## src/hdl/adpcm_pkg.sv

```systemverilog
// Types and sizes shared by the ADPCM-A gain and pan stage; every RTL module imports this package
package adpcm_pkg;

    localparam int NUM_CH     = 6;      // Channel slots per rotation
    localparam int PCM_W      = 16;     // Decoded sample width
    localparam int GAIN_W     = 10;     // Linear gain, 512 is unity
    localparam int GAIN_SHIFT = 9;      // Drops the unity weight after the multiply
    localparam int LVL_W      = 6;      // Channel level and total level
    localparam int ATT_W      = 7;      // Two 6-bit attenuations added
    localparam int SUM_W      = 19;     // Room for six full-scale samples

    localparam logic [3:0] TL_ADDR = 4'd8;   // Total level register

    // Slot 0 to NUM_CH-1
    typedef logic [2:0] slot_t;

    typedef logic signed [PCM_W-1:0] pcm_t;

    typedef logic [GAIN_W-1:0] gain_t;

    // One channel's pan and level byte
    typedef struct packed {
        logic             l_en;     // Route to left
        logic             r_en;     // Route to right
        logic [LVL_W-1:0] level;    // 63 loudest
    } chan_ctl_t;

    // Total level as seen in the write byte
    typedef struct packed {
        logic [1:0]       pad;      // Ignored
        logic [LVL_W-1:0] tl;       // 63 loudest
    } tl_view_t;

    // CPU write byte, decoded by address
    typedef union packed {
        chan_ctl_t ch;              // Addresses 0 to 5
        tl_view_t  tot;             // Address 8
    } reg_data_u;

endpackage

```

## src/hdl/adpcm_db_rom.sv

```systemverilog
// Registered attenuation-to-gain table, 0.75 dB per step; looked up by the gain pipeline at stage II
`timescale 1ns/1ps

module adpcm_db_rom import adpcm_pkg::*; (
    input  logic             clk,
    input  logic             cen,
    input  logic [LVL_W-1:0] db,    // Attenuation in 0.75 dB steps
    output gain_t            lin    // Valid one cen cycle after db
);

    // round(512 * 10^(-0.0375 * n)), one 6 dB octave per row
    localparam gain_t LUT [64] = '{
        10'd512, 10'd470, 10'd431, 10'd395, 10'd362, 10'd332, 10'd305, 10'd280,
        10'd257, 10'd235, 10'd216, 10'd198, 10'd182, 10'd167, 10'd153, 10'd140,
        10'd129, 10'd118, 10'd108, 10'd99,  10'd91,  10'd84,  10'd77,  10'd70,
        10'd64,  10'd59,  10'd54,  10'd50,  10'd46,  10'd42,  10'd38,  10'd35,
        10'd32,  10'd30,  10'd27,  10'd25,  10'd23,  10'd21,  10'd19,  10'd18,
        10'd16,  10'd15,  10'd14,  10'd12,  10'd11,  10'd11,  10'd10,  10'd9,
        10'd8,   10'd7,   10'd7,   10'd6,   10'd6,   10'd5,   10'd5,   10'd4,
        10'd4,   10'd4,   10'd3,   10'd3,   10'd3,   10'd3,   10'd2,   10'd2
    };

    // Registered read port, steps only with cen
    always_ff @(posedge clk) begin
        if (cen) begin
            lin <= LUT[db];
        end
    end

    // Zero attenuation must come back as unity on the next read
    a_unity: assert property (@(posedge clk)
        cen && db == '0 |=> lin == gain_t'(1 << GAIN_SHIFT));

endmodule

```

## src/hdl/adpcm_ctl_regs.sv

```systemverilog
// CPU register block: holds pending pan/level bytes per channel and the total level, feeds the gain ring
`timescale 1ns/1ps

module adpcm_ctl_regs import adpcm_pkg::*; (
    input  logic             clk,
    input  logic             rst_n,
    input  logic             cen,
    input  logic             wr,        // Single-cycle write strobe
    input  logic [3:0]       addr,
    input  reg_data_u        din,
    input  slot_t            slot,      // Channel now at stage IV
    output logic             load,      // Replace that channel's ring byte
    output chan_ctl_t        load_ctl,
    output logic [LVL_W-1:0] tl
);

    logic [NUM_CH-1:0] pend;            // Byte waiting for its slot
    chan_ctl_t         pend_ctl [NUM_CH];
    logic              ch_wr;           // Write to a channel address
    logic              tl_wr;

    assign ch_wr = wr && (addr < NUM_CH);
    assign tl_wr = wr && (addr == TL_ADDR);

    // Pending bytes, last write before the slot wins
    always_ff @(posedge clk) begin
        if (ch_wr) begin
            pend_ctl[addr[2:0]] <= din.ch;
        end
    end

    always_ff @(posedge clk or negedge rst_n) begin
        if (!rst_n) begin
            pend <= '0;
        end else begin
            for (int i = 0; i < NUM_CH; i++) begin
                if (ch_wr && addr == i) begin
                    pend[i] <= 1'b1;            // Write beats a same-cycle load
                end else if (load && slot == i) begin
                    pend[i] <= 1'b0;            // Taken by the ring
                end
            end
        end
    end

    // Total level takes effect at once, no slot timing
    always_ff @(posedge clk or negedge rst_n) begin
        if (!rst_n) begin
            tl <= '0;
        end else if (tl_wr) begin
            tl <= din.tot.tl;
        end
    end

    // Ring load only while the pipeline steps
    assign load     = cen && pend[slot];
    assign load_ctl = pend_ctl[slot];

    // Flag drops after the load unless the CPU wrote the same channel again
    a_load_clr: assert property (@(posedge clk) disable iff (!rst_n)
        load && !(ch_wr && addr == slot) |=> !pend[$past(slot)]);

endmodule

```

## src/hdl/adpcm_gain.sv

```systemverilog
// Six-stage rotating gain pipeline: level to dB, ROM lookup, multiply and pan, one channel per cen
`timescale 1ns/1ps

module adpcm_gain import adpcm_pkg::*; #(
    parameter int NUM_CH = adpcm_pkg::NUM_CH
) (
    input  logic             clk,
    input  logic             rst_n,
    input  logic             cen,
    input  logic             load,      // New byte for the stage IV channel
    input  chan_ctl_t        load_ctl,
    input  logic [LVL_W-1:0] tl,        // Total level
    input  pcm_t             pcm_in,    // Sample for slot
    output slot_t            slot,
    output pcm_t             out_l,
    output pcm_t             out_r,
    output logic             out_stb,
    output slot_t            out_slot
);

    chan_ctl_t                    ctl1, ctl2, ctl3, ctl4, ctl5, ctl6;  // Control ring
    logic [ATT_W-1:0]             db2, db3;       // Summed attenuation
    gain_t                        lin3;           // ROM output
    gain_t                        gain4;          // Clamped gain for stage IV
    logic signed [PCM_W+GAIN_W:0] mul5;           // Full product
    logic [1:0]                   en5;            // {l_en, r_en} of sampled channel
    slot_t                        slot_q;         // Stage IV channel
    slot_t                        slot5;
    pcm_t                         scaled;

    adpcm_db_rom u_rom (
        .clk (clk),
        .cen (cen),
        .db  (db2[LVL_W-1:0]),
        .lin (lin3)
    );

    // Back to unity weight
    assign scaled = pcm_t'(mul5 >>> GAIN_SHIFT);

    always_ff @(posedge clk or negedge rst_n) begin
        if (!rst_n) begin
            ctl1     <= '0;
            ctl2     <= '0;
            ctl3     <= '0;
            ctl4     <= '0;
            ctl5     <= '0;
            ctl6     <= '0;
            db2      <= '1;     // Muted
            db3      <= '1;
            gain4    <= '0;
            mul5     <= '0;
            en5      <= '0;
            slot_q   <= '0;
            slot5    <= '0;
            out_l    <= '0;
            out_r    <= '0;
            out_slot <= '0;
        end else if (cen) begin
            // I: 63-level plus 63-tl
            ctl2 <= ctl1;
            db2  <= {1'b0, ~ctl1.level} + {1'b0, ~tl};
            // II: ROM address
            ctl3 <= ctl2;
            db3  <= db2;
            // III: 64 or more is silence
            ctl4  <= ctl3;
            gain4 <= db3[ATT_W-1] ? '0 : lin3;
            // IV: sample in, CPU byte in
            ctl5  <= load ? load_ctl : ctl4;
            mul5  <= pcm_in * $signed({1'b0, gain4});
            en5   <= {ctl4.l_en, ctl4.r_en};    // Old byte pans this sample
            slot5 <= slot_q;
            slot_q <= (slot_q == slot_t'(NUM_CH - 1)) ? '0 : slot_q + 1'b1;
            // V: scale and route
            ctl6     <= ctl5;
            out_l    <= en5[1] ? scaled : '0;
            out_r    <= en5[0] ? scaled : '0;
            out_slot <= slot5;
            // VI: close the ring
            ctl1 <= ctl6;
        end
    end

    // Results change only on cen edges
    always_ff @(posedge clk or negedge rst_n) begin
        if (!rst_n) begin
            out_stb <= 1'b0;
        end else begin
            out_stb <= cen;
        end
    end

    assign slot = slot_q;

    a_slot_range: assert property (@(posedge clk) disable iff (!rst_n)
        slot_q < NUM_CH);

    // One strobe per step of the ring
    a_stb_cen: assert property (@(posedge clk) disable iff (!rst_n)
        out_stb == (slot_q != $past(slot_q)));

endmodule

```

## src/hdl/adpcm_mixer.sv

```systemverilog
// Stereo mixer: sums the per-slot gain results of one rotation into a saturated 16-bit frame
`timescale 1ns/1ps

module adpcm_mixer import adpcm_pkg::*; #(
    parameter int NUM_CH = adpcm_pkg::NUM_CH
) (
    input  logic  clk,
    input  logic  rst_n,
    input  pcm_t  out_l,
    input  pcm_t  out_r,
    input  logic  out_stb,      // Slot result valid
    input  slot_t out_slot,
    output pcm_t  mix_l,
    output pcm_t  mix_r,
    output logic  mix_valid     // One pulse per frame
);

    logic signed [SUM_W-1:0] acc_l, acc_r;      // Running sums
    logic signed [SUM_W-1:0] base_l, base_r;
    logic signed [SUM_W-1:0] nxt_l, nxt_r;      // Sums including this slot
    logic                    first;
    logic                    last;
    slot_t                   last_slot;         // Previous strobed slot

    // Clamp to the 16-bit range
    function automatic pcm_t sat(input logic signed [SUM_W-1:0] s);
        logic [SUM_W-PCM_W:0] top;
        top = s[SUM_W-1:PCM_W-1];
        if (top == '0 || top == '1) begin
            return s[PCM_W-1:0];                // In range
        end else if (s[SUM_W-1]) begin
            return {1'b1, {(PCM_W-1){1'b0}}};   // Most negative
        end else begin
            return {1'b0, {(PCM_W-1){1'b1}}};   // Most positive
        end
    endfunction

    assign first = (out_slot == '0);
    assign last  = (out_slot == slot_t'(NUM_CH - 1));

    // Slot 0 starts a new frame
    assign base_l = first ? '0 : acc_l;
    assign base_r = first ? '0 : acc_r;
    assign nxt_l  = base_l + {{(SUM_W-PCM_W){out_l[PCM_W-1]}}, out_l};
    assign nxt_r  = base_r + {{(SUM_W-PCM_W){out_r[PCM_W-1]}}, out_r};

    always_ff @(posedge clk) begin
        if (out_stb) begin
            acc_l <= nxt_l;
            acc_r <= nxt_r;
        end
    end

    always_ff @(posedge clk or negedge rst_n) begin
        if (!rst_n) begin
            mix_l     <= '0;
            mix_r     <= '0;
            mix_valid <= 1'b0;
            last_slot <= '0;
        end else begin
            mix_valid <= out_stb && last;   // Lines up with the new frame
            if (out_stb) begin
                last_slot <= out_slot;
                if (last) begin
                    mix_l <= sat(nxt_l);
                    mix_r <= sat(nxt_r);
                end
            end
        end
    end

    // Gain pipeline must deliver slots in rotation order
    a_slot_order: assert property (@(posedge clk) disable iff (!rst_n)
        out_stb && out_slot != '0 |-> out_slot == last_slot + 1'b1);

endmodule

```

## src/hdl/adpcm_gain_top.sv

```systemverilog
// Top level of the ADPCM-A gain and pan stage: CPU registers, gain pipeline and stereo mixer
`timescale 1ns/1ps

module adpcm_gain_top import adpcm_pkg::*; #(
    parameter int NUM_CH = adpcm_pkg::NUM_CH
) (
    input  logic       clk,
    input  logic       rst_n,
    input  logic       cen,         // Pipeline step enable
    input  logic       wr,          // CPU write strobe
    input  logic [3:0] addr,
    input  reg_data_u  din,
    input  pcm_t       pcm_in,      // Sample for slot
    output slot_t      slot,
    output pcm_t       mix_l,
    output pcm_t       mix_r,
    output logic       mix_valid
);

    logic             load;
    chan_ctl_t        load_ctl;
    logic [LVL_W-1:0] tl;
    pcm_t             out_l;        // Per-slot results
    pcm_t             out_r;
    logic             out_stb;
    slot_t            out_slot;

    adpcm_ctl_regs u_regs (
        .clk      (clk),
        .rst_n    (rst_n),
        .cen      (cen),
        .wr       (wr),
        .addr     (addr),
        .din      (din),
        .slot     (slot),
        .load     (load),
        .load_ctl (load_ctl),
        .tl       (tl)
    );

    adpcm_gain #(
        .NUM_CH (NUM_CH)
    ) u_gain (
        .clk      (clk),
        .rst_n    (rst_n),
        .cen      (cen),
        .load     (load),
        .load_ctl (load_ctl),
        .tl       (tl),
        .pcm_in   (pcm_in),
        .slot     (slot),
        .out_l    (out_l),
        .out_r    (out_r),
        .out_stb  (out_stb),
        .out_slot (out_slot)
    );

    adpcm_mixer #(
        .NUM_CH (NUM_CH)
    ) u_mix (
        .clk       (clk),
        .rst_n     (rst_n),
        .out_l     (out_l),
        .out_r     (out_r),
        .out_stb   (out_stb),
        .out_slot  (out_slot),
        .mix_l     (mix_l),
        .mix_r     (mix_r),
        .mix_valid (mix_valid)
    );

endmodule

```

## config.mk

```make
export PLATFORM = sky130hd
export DESIGN_NAME = adpcm_gain_top
export DESIGN_NICKNAME = d
export VERILOG_FILES = /design/src/hdl/adpcm_pkg.sv /design/src/hdl/adpcm_db_rom.sv /design/src/hdl/adpcm_ctl_regs.sv /design/src/hdl/adpcm_gain.sv /design/src/hdl/adpcm_mixer.sv /design/src/hdl/adpcm_gain_top.sv
export SDC_FILE = /design/constraint.sdc
export NUM_CORES = 1
export LEC_CHECK = 0
export ABC_CLOCK_PERIOD_IN_PS = 8300
export BUFFER_PORTS_ARGS = -buffer_cell sky130_fd_sc_hd__buf_2
export CORE_UTILIZATION = 32
export DETAILED_ROUTE_END_ITERATION = 10
export GPL_TIMING_DRIVEN = 0
export SYNTH_ARGS = -nofsm -noshare
export SYNTH_HDL_FRONTEND = slang
export SYNTH_HIERARCHICAL = 1
export SYNTH_SLANG_ARGS = --single-unit
```

## constraint.sdc

```tcl
create_clock -name clk -period 8.3 [get_ports clk]
set_clock_uncertainty 0.1 [all_clocks]
set_input_delay 1.66 -clock clk [delete_from_list [all_inputs] [get_ports clk]]
set_output_delay 1.66 -clock clk [all_outputs]
set_load 0.02 [all_outputs]
```

---- Word level (Yosys, flattened, before mapping) ----
Memories as Yosys holds them, arrays and structs flattened. A register that Yosys moved wholly into a read port is not among the register bits.
Cells that the tools add are included.
W data, S select, Z words.
word-level totals
  RAM bits ................................ 48
  flip-flop bits (word level) ............. 224
  logic and storage cells ................. 124
  bits in read-only memories .............. 640
  memories kept ........................... 2
  output and inout bits ................... 36
  latch bits .............................. 0
operators by class
  multiplexer cells ....................... 27
  equality and inequality tests ........... 14
  reductions and logical operators ........ 30
  shift operators ......................... 0
  bitwise operators ....................... 3
  $mul .................................... 1
  $add $sub $neg .......................... 4
  magnitude comparators ................... 2
  divide/modulo/power cells ............... 0
memory list
  memory            depth  bits a word  rd ports  clocked after memory_dff  write ports  line                  source
  (name not given)  64     10           1         1                         0            adpcm_db_rom.sv:26    lin <= LUT[db];
  u_regs.pend_ctl   6      8            1         0                         1            adpcm_ctl_regs.sv:18  chan_ctl_t pend_ctl [NUM_CH];
operators with widths
  kind                   number
  $mux W16               6
  $add A19 B19 Y19       2
  $mux W19               2
  $mul A16 B11 Y25       1
  $logic_and A1 B1 Y1    16
  $mux W1                15
  $eq A4 B4 Y1 const B   3
  $logic_not A4 Y1       3
  $not A6 Y6             2
  $reduce_bool A2 Y1     6
  $mux W10               1
  $eq A3 B3 Y1 const B   3
  $eq A4 B2 Y1 const B   2
  $eq A4 B3 Y1 const B   2
  $mux W8                1
  $add A6 B6 Y7          1
  $not A6 Y7             1
  $eq A3 B2 Y1 const B   2
  $logic_not A3 Y1       2
  $eq A4 B1 Y1 const B   1
  $lt A3 B4 Y1 const B   1
  $lt A4 B3 Y1 const B   1
  $add A3 B1 Y3 const B  1
  $bmux W1 S3            1
  other kinds (4)        5

---- Logic depth before layout (Yosys ltp) ----
  word-level depth ........................ 6
  depth in mapped cells ................... 21
  mapped depth without buffers ............ 19

---- Hierarchy ----
Netlist, hierarchy kept.
modules (own cells, without submodules)
  module          area each (µm²)  times used  seq. area each (µm²)  cells an instance
  adpcm_gain      10814.1          1           3163.0                1086
  adpcm_mixer     4773.3           1           1966.9                493
  adpcm_ctl_regs  2426.1           1           1741.7                126
  adpcm_db_rom    1008.5           1           300.3                 110

---- Worst setup path after synthesis ----
No wires, ideal clock.
  path kind ............................... input to register
  from .................................... input pcm_in[9]
  to ...................................... register u_gain.mul5[21]
  arrival ................................. 6190 ps
  stages on the path ...................... 18
  buffers on the path ..................... 1
  path slack .............................. 1879 ps
  cells stage by stage .................... clkbuf_1 nand2_1 fa_1 fa_1 inv_1 fa_1 fa_1 inv_1 fa_1 inv_1 ha_1 nand3_1 nor3_1 a32oi_1 o21ai_2 a31oi_4 and4b_1 or3_1
on the way
  cells in the longest elaborated chain, start to end .. 1
ends and longest elaborated chain
  element                 line                  source
  start: declaration      adpcm_gain_top.sv:13  input pcm_t pcm_in,
  $mul A16 B11 Y25        adpcm_gain.sv:71      mul5 <= pcm_in * $signed({1'b0, gain4});
  end signal: assignment  adpcm_gain.sv:71
  end: declaration        adpcm_gain.sv:25      logic signed [PCM_W+GAIN_W:0] mul5;
Every way passes these cells.
A chain may end at the register's enable or synchronous reset.

---- Worst setup path after layout ----
  from .................................... input pcm_in[7]
  to ...................................... register u_gain.mul5[21]
The elaborated chain is that of the path after synthesis.

==> run_results.csv <==
group,metric,value,unit
critical_path,r2r_start,"u_gain/gain4[2]",
critical_path,worst_setup_path_end_kind,"register",
timing,slew-limit-headroom,35.4,%
critical_path,worst-endpoint-arrival,6780,ps
global_route,maximum_number_of_pins_on_one_net_before_global_route_repair,91,
detailed_routing,via_count,13300,
pwr,power.share.switching,45.8,%
timing,report.final.hold_viol_count,0,
synthesis,synth-edff-count,96,
detailed_routing,drt_iter0_drc,711,
die,die_h,246,microns
synthesis,synth-main-ff-cell,"sky130_fd_sc_hd__dfrtp_1",
synthesis,post_synth_num_cell_types,82,
min_path,min_delay_path_depth,2,
critical_path,ff2ff_setup_slack,2180,ps
synthesis,adder_and_majority_gate_portion_of_the_synthesized_area,21.5,%
critical_path,cp_max_fo,10,
detailed_routing,route.detailed.vias_per_inst,4.93,
global_route,via_count_of_the_first_global_routing_pass,13900,
cells_and_area,layout_area_growth_over_synthesis,11.7,%
pwr,power.share.clock,13.2,%
pwr,switching_power,4.33,mW
cells_and_area,postLayoutCoreUtil,36.1,%
placement,placement.setup.worst_slack,1280,ps
placement,place_hpwl,33.5,mm
die,design.die.area,60400,sq um
job,timing.max_cap.violations,0,
synthesis,syn_inst,1815,
pwr,power.internal,5.12,mW
die,die_x,246,microns
detailed_routing,drt-total-wl,43.8,mm
timing,grt_setup_unrepaired,"false",
global_route,grt_pass1_wl,73.1,mm
synthesis,asyncSetResetFlopFracSynth,64.0,%
synthesis,synth_nets,2091,
synthesis,synth-warning-count,6,
placement,io_buffer_count,53,
clock_tree,cts_tree,"built",
outcome,status,"complete, no violations",
cells_and_area,drive_gt1_share,12.7,%
clock_tree,post_cts_resize_count,0,
critical_path,regToRegEndpoint,"u_gain/mul5[21]",
die,core_region_area,58900,sq um
synthesis,basic_gate_share_of_the_synthesized_area_counting_and_or_nand_and_nor_cells,13.4,%
clock_tree,cts_setup_buffers,0,
die,floorplan.rows,89,
timing,setup-tns-final,0,ps
clock_tree,cts-htree-levels,1,
critical_path,worst-r2r-cell-count,19,
detailed_routing,ant_nets_after_route,0,
die,effective_utilization_at_floorplan,32.3,%
timing,setup_viol_count_final,0,
detailed_routing,detailedRoute.firstPassIterationCount,5,
global_route,gr-total-overflow,0,
critical_path,path_class,"in2reg",
clock_tree,path_clk_slew,70,ps
synthesis,syn-mean-instance-area,10.5,sq um
pwr,power.ir.vdd_worst,0.279,mV
synthesis,netlist_area,19000,sq um
clock_tree,clockRootBuffer,"sky130_fd_sc_hd__clkbuf_16",
pwr,p_seq_share,24.7,%
timing,final.min_clock_period,6450,ps
timing,clock.fmax,155,MHz
pwr,cellLeakagePower,9.51,nW
min_path,hold_path_startpoint,"u_mix/mix_r[0]",
min_path,whs_endpoint,"u_mix/mix_r[0]",
clock_tree,clkSinkCount,267,
synthesis,dominant_combinational_cell_family_by_area_after_synthesis,"adder cells",
cells_and_area,num-nets-final,2175,
critical_path,timing.critical_path.required,8630,ps
critical_path,setup.worst_path.start_class,"primary input",
global_route,groute.usage.overall,14.9,%
synthesis,synthesized_area_fraction_occupied_by_xor_and_xnor_cells,2.76,%
detailed_routing,drc,0,
min_path,classification_of_the_worst_slack_hold_path,"reg2reg",
pwr,p_per_area,445,nW/um^2
cells_and_area,mostFrequentLayoutCell,"sky130_fd_sc_hd__inv_1",
synthesis,number_of_register_bits_inferred_by_synthesis,267,
clock_tree,cts_hold_buf,0,
die,design.portCount,68,
synthesis,synth-compound-area-share,10.6,%
synthesis,post_synth_mux_area_share,6.93,%
clock_tree,cts_max_path_buffers,3,
clock_tree,clk-insertion-delay-late,550,ps
timing,worst_slack,1850,ps
clock_tree,tritoncts.num_buffers,27,
pwr,power.share.combinational,62.1,%
timing,finalCritPeriodShare,77.7,%
timing,tightestPinTransition,963,ps
global_route,antenna_violations_before_repair,1,
synthesis,synth_sequential_area_ratio,37.7,%
cells_and_area,layout.cells.most_common_list,"sky130_fd_sc_hd__inv_1, sky130_fd_sc_hd__nand2_1, sky130_fd_sc_hd__dfrtp_1, sky130_fd_sc_hd__fa_1, sky130_fd_sc_hd__and2_1",
cells_and_area,n_antenna_cell,0,
detailed_routing,routed_wire_length_per_instance,16.3,microns
placement,gp_congestion,0.825,
timing,timing.final.max_slew_violations,0,
-- cells by family (layout without fill, tap and decap cells) --
kind of cell | after synthesis | in the layout
compound gates | 297 | 297
flops | 267 | 267
fa+ha+maj | 244 | 244
buf+inv | 343 | 448
mux | 106 | 106
xor+xnor | 60 | 60
simple gates | 498 | 498
-- per-layer routing --
layer / vias to the layer above / wire length (microns) / GRT usage (%)
met1: 6718 / 19900 / 19.8
met3: 65 / 1550 / 2.17
li1: 6253 / - / -
met2: 227 / 21500 / 25.8
met5: - / 12 / 0
met4: 2 / 774 / 2.69
-- flip-flops by register name (all words and copies together) (netlist names), 8 cells and up --
signal and flops:
u_gain/ctl3 8, u_mix/acc_l 19, u_gain/mul5 16, u_gain/ctl1 8
u_regs/pend_ctl 48, u_gain/ctl6 8, u_gain/out_l 16, u_gain/u_rom/lin 10
u_mix/acc_r 19, u_mix/mix_l 16, u_gain/ctl5 8, u_gain/ctl2 8
u_gain/out_r 16, u_gain/ctl4 8, u_mix/mix_r 16, u_gain/gain4 10
-- power by group through the flow --
stage / registers, mW / clock network [mW] / logic (mW)
final: 2.33 / 1.25 / 5.86
after global routing: 2.40 / 1.33 / 6.65
after CTS: 2.34 / 1.28 / 5.93
after detailed placement: 2.36 / 0 / 5.89
after global placement: 2.34 / 0 / 5.77
after floorplan: 2.30 / 0 / 4.45
-- worst max-delay path, cell delays in order --
cell,delay (ps)
sky130_fd_sc_hd__clkbuf_1,460
sky130_fd_sc_hd__nand2_1,170
sky130_fd_sc_hd__fa_1,590
sky130_fd_sc_hd__fa_1,450
sky130_fd_sc_hd__fa_1,550
sky130_fd_sc_hd__inv_1,50
sky130_fd_sc_hd__fa_1,470
sky130_fd_sc_hd__inv_1,50
sky130_fd_sc_hd__fa_1,510
sky130_fd_sc_hd__inv_1,50
sky130_fd_sc_hd__ha_1,340
sky130_fd_sc_hd__nand3_1,120
sky130_fd_sc_hd__o21bai_2,80
sky130_fd_sc_hd__a211oi_4,380
sky130_fd_sc_hd__o21ai_2,180
sky130_fd_sc_hd__a31oi_4,240
sky130_fd_sc_hd__nor4b_1,70
sky130_fd_sc_hd__or3_1,370
-- how the worst max path moves through the flow --
stage          depth (start not counted)  slack [ps]               to  startpoint
2_1_floorplan                         18        1880  u_gain/mul5[21]   pcm_in[9]
3_3_place_gp                          18        1370  u_gain/mul5[21]   pcm_in[9]
3_5_place_dp                          18        1280  u_gain/mul5[21]   pcm_in[9]
4_1_cts                               18        1870  u_gain/mul5[21]   pcm_in[9]
5_1_grt                               18        1550  u_gain/mul5[21]   pcm_in[9]
6_report                              18        1850  u_gain/mul5[21]   pcm_in[7]
-- cells in the mapped netlist (19+ instances only) --
| cell | count | area, sq um |
|---|---|---|
| sky130_fd_sc_hd__a21o_1 | 30 | 225 |
| sky130_fd_sc_hd__nor2_1 | 64 | 240 |
| sky130_fd_sc_hd__inv_1 | 258 | 968 |
| sky130_fd_sc_hd__a21oi_1 | 63 | 315 |
| sky130_fd_sc_hd__nor3_1 | 20 | 100 |
| sky130_fd_sc_hd__o21ai_0 | 88 | 440 |
| sky130_fd_sc_hd__xnor2_1 | 45 | 394 |
| sky130_fd_sc_hd__nand3_1 | 49 | 245 |
| sky130_fd_sc_hd__ha_1 | 105 | 1310 |
| sky130_fd_sc_hd__dfrtp_1 | 163 | 4080 |
| sky130_fd_sc_hd__and2_1 | 115 | 719 |
| sky130_fd_sc_hd__nand2_1 | 169 | 634 |
| sky130_fd_sc_hd__edfxtp_1 | 96 | 2880 |
| sky130_fd_sc_hd__nand3b_1 | 19 | 143 |
| sky130_fd_sc_hd__fa_1 | 139 | 2780 |
| sky130_fd_sc_hd__mux2_2 | 68 | 766 |
| sky130_fd_sc_hd__clkbuf_1 | 67 | 251 |
-- layout make-up --
class,count,area [sq um]
multi-input combinational,1205,10500
timing repair buffer,55,323
fill,5807,37700
clock buffer,44,872
tap,773,967
inverter,258,968
clock inverter,6,53.8
sequential,267,7170
buffer,85,380
-- through the flow --
| step | std cells | hold slack (ps) | cell area [sq um] | power (mW) |
|---|---|---|---|---|
| after global routing | 2693 | 400 | 21200 | 10.4 |
| after CTS | 2693 | 380 | 21200 | 9.55 |
| after detailed placement | 2643 | 365 | 20300 | 8.25 |
| final | 2693 | 373 | 21200 | 9.45 |
| after global placement | 2641 | 354 | 20300 | 8.12 |
| after floorplan | 1815 | 344 | 19000 | 6.75 |
No activity file was read; power rests on OpenSTA's default activity.
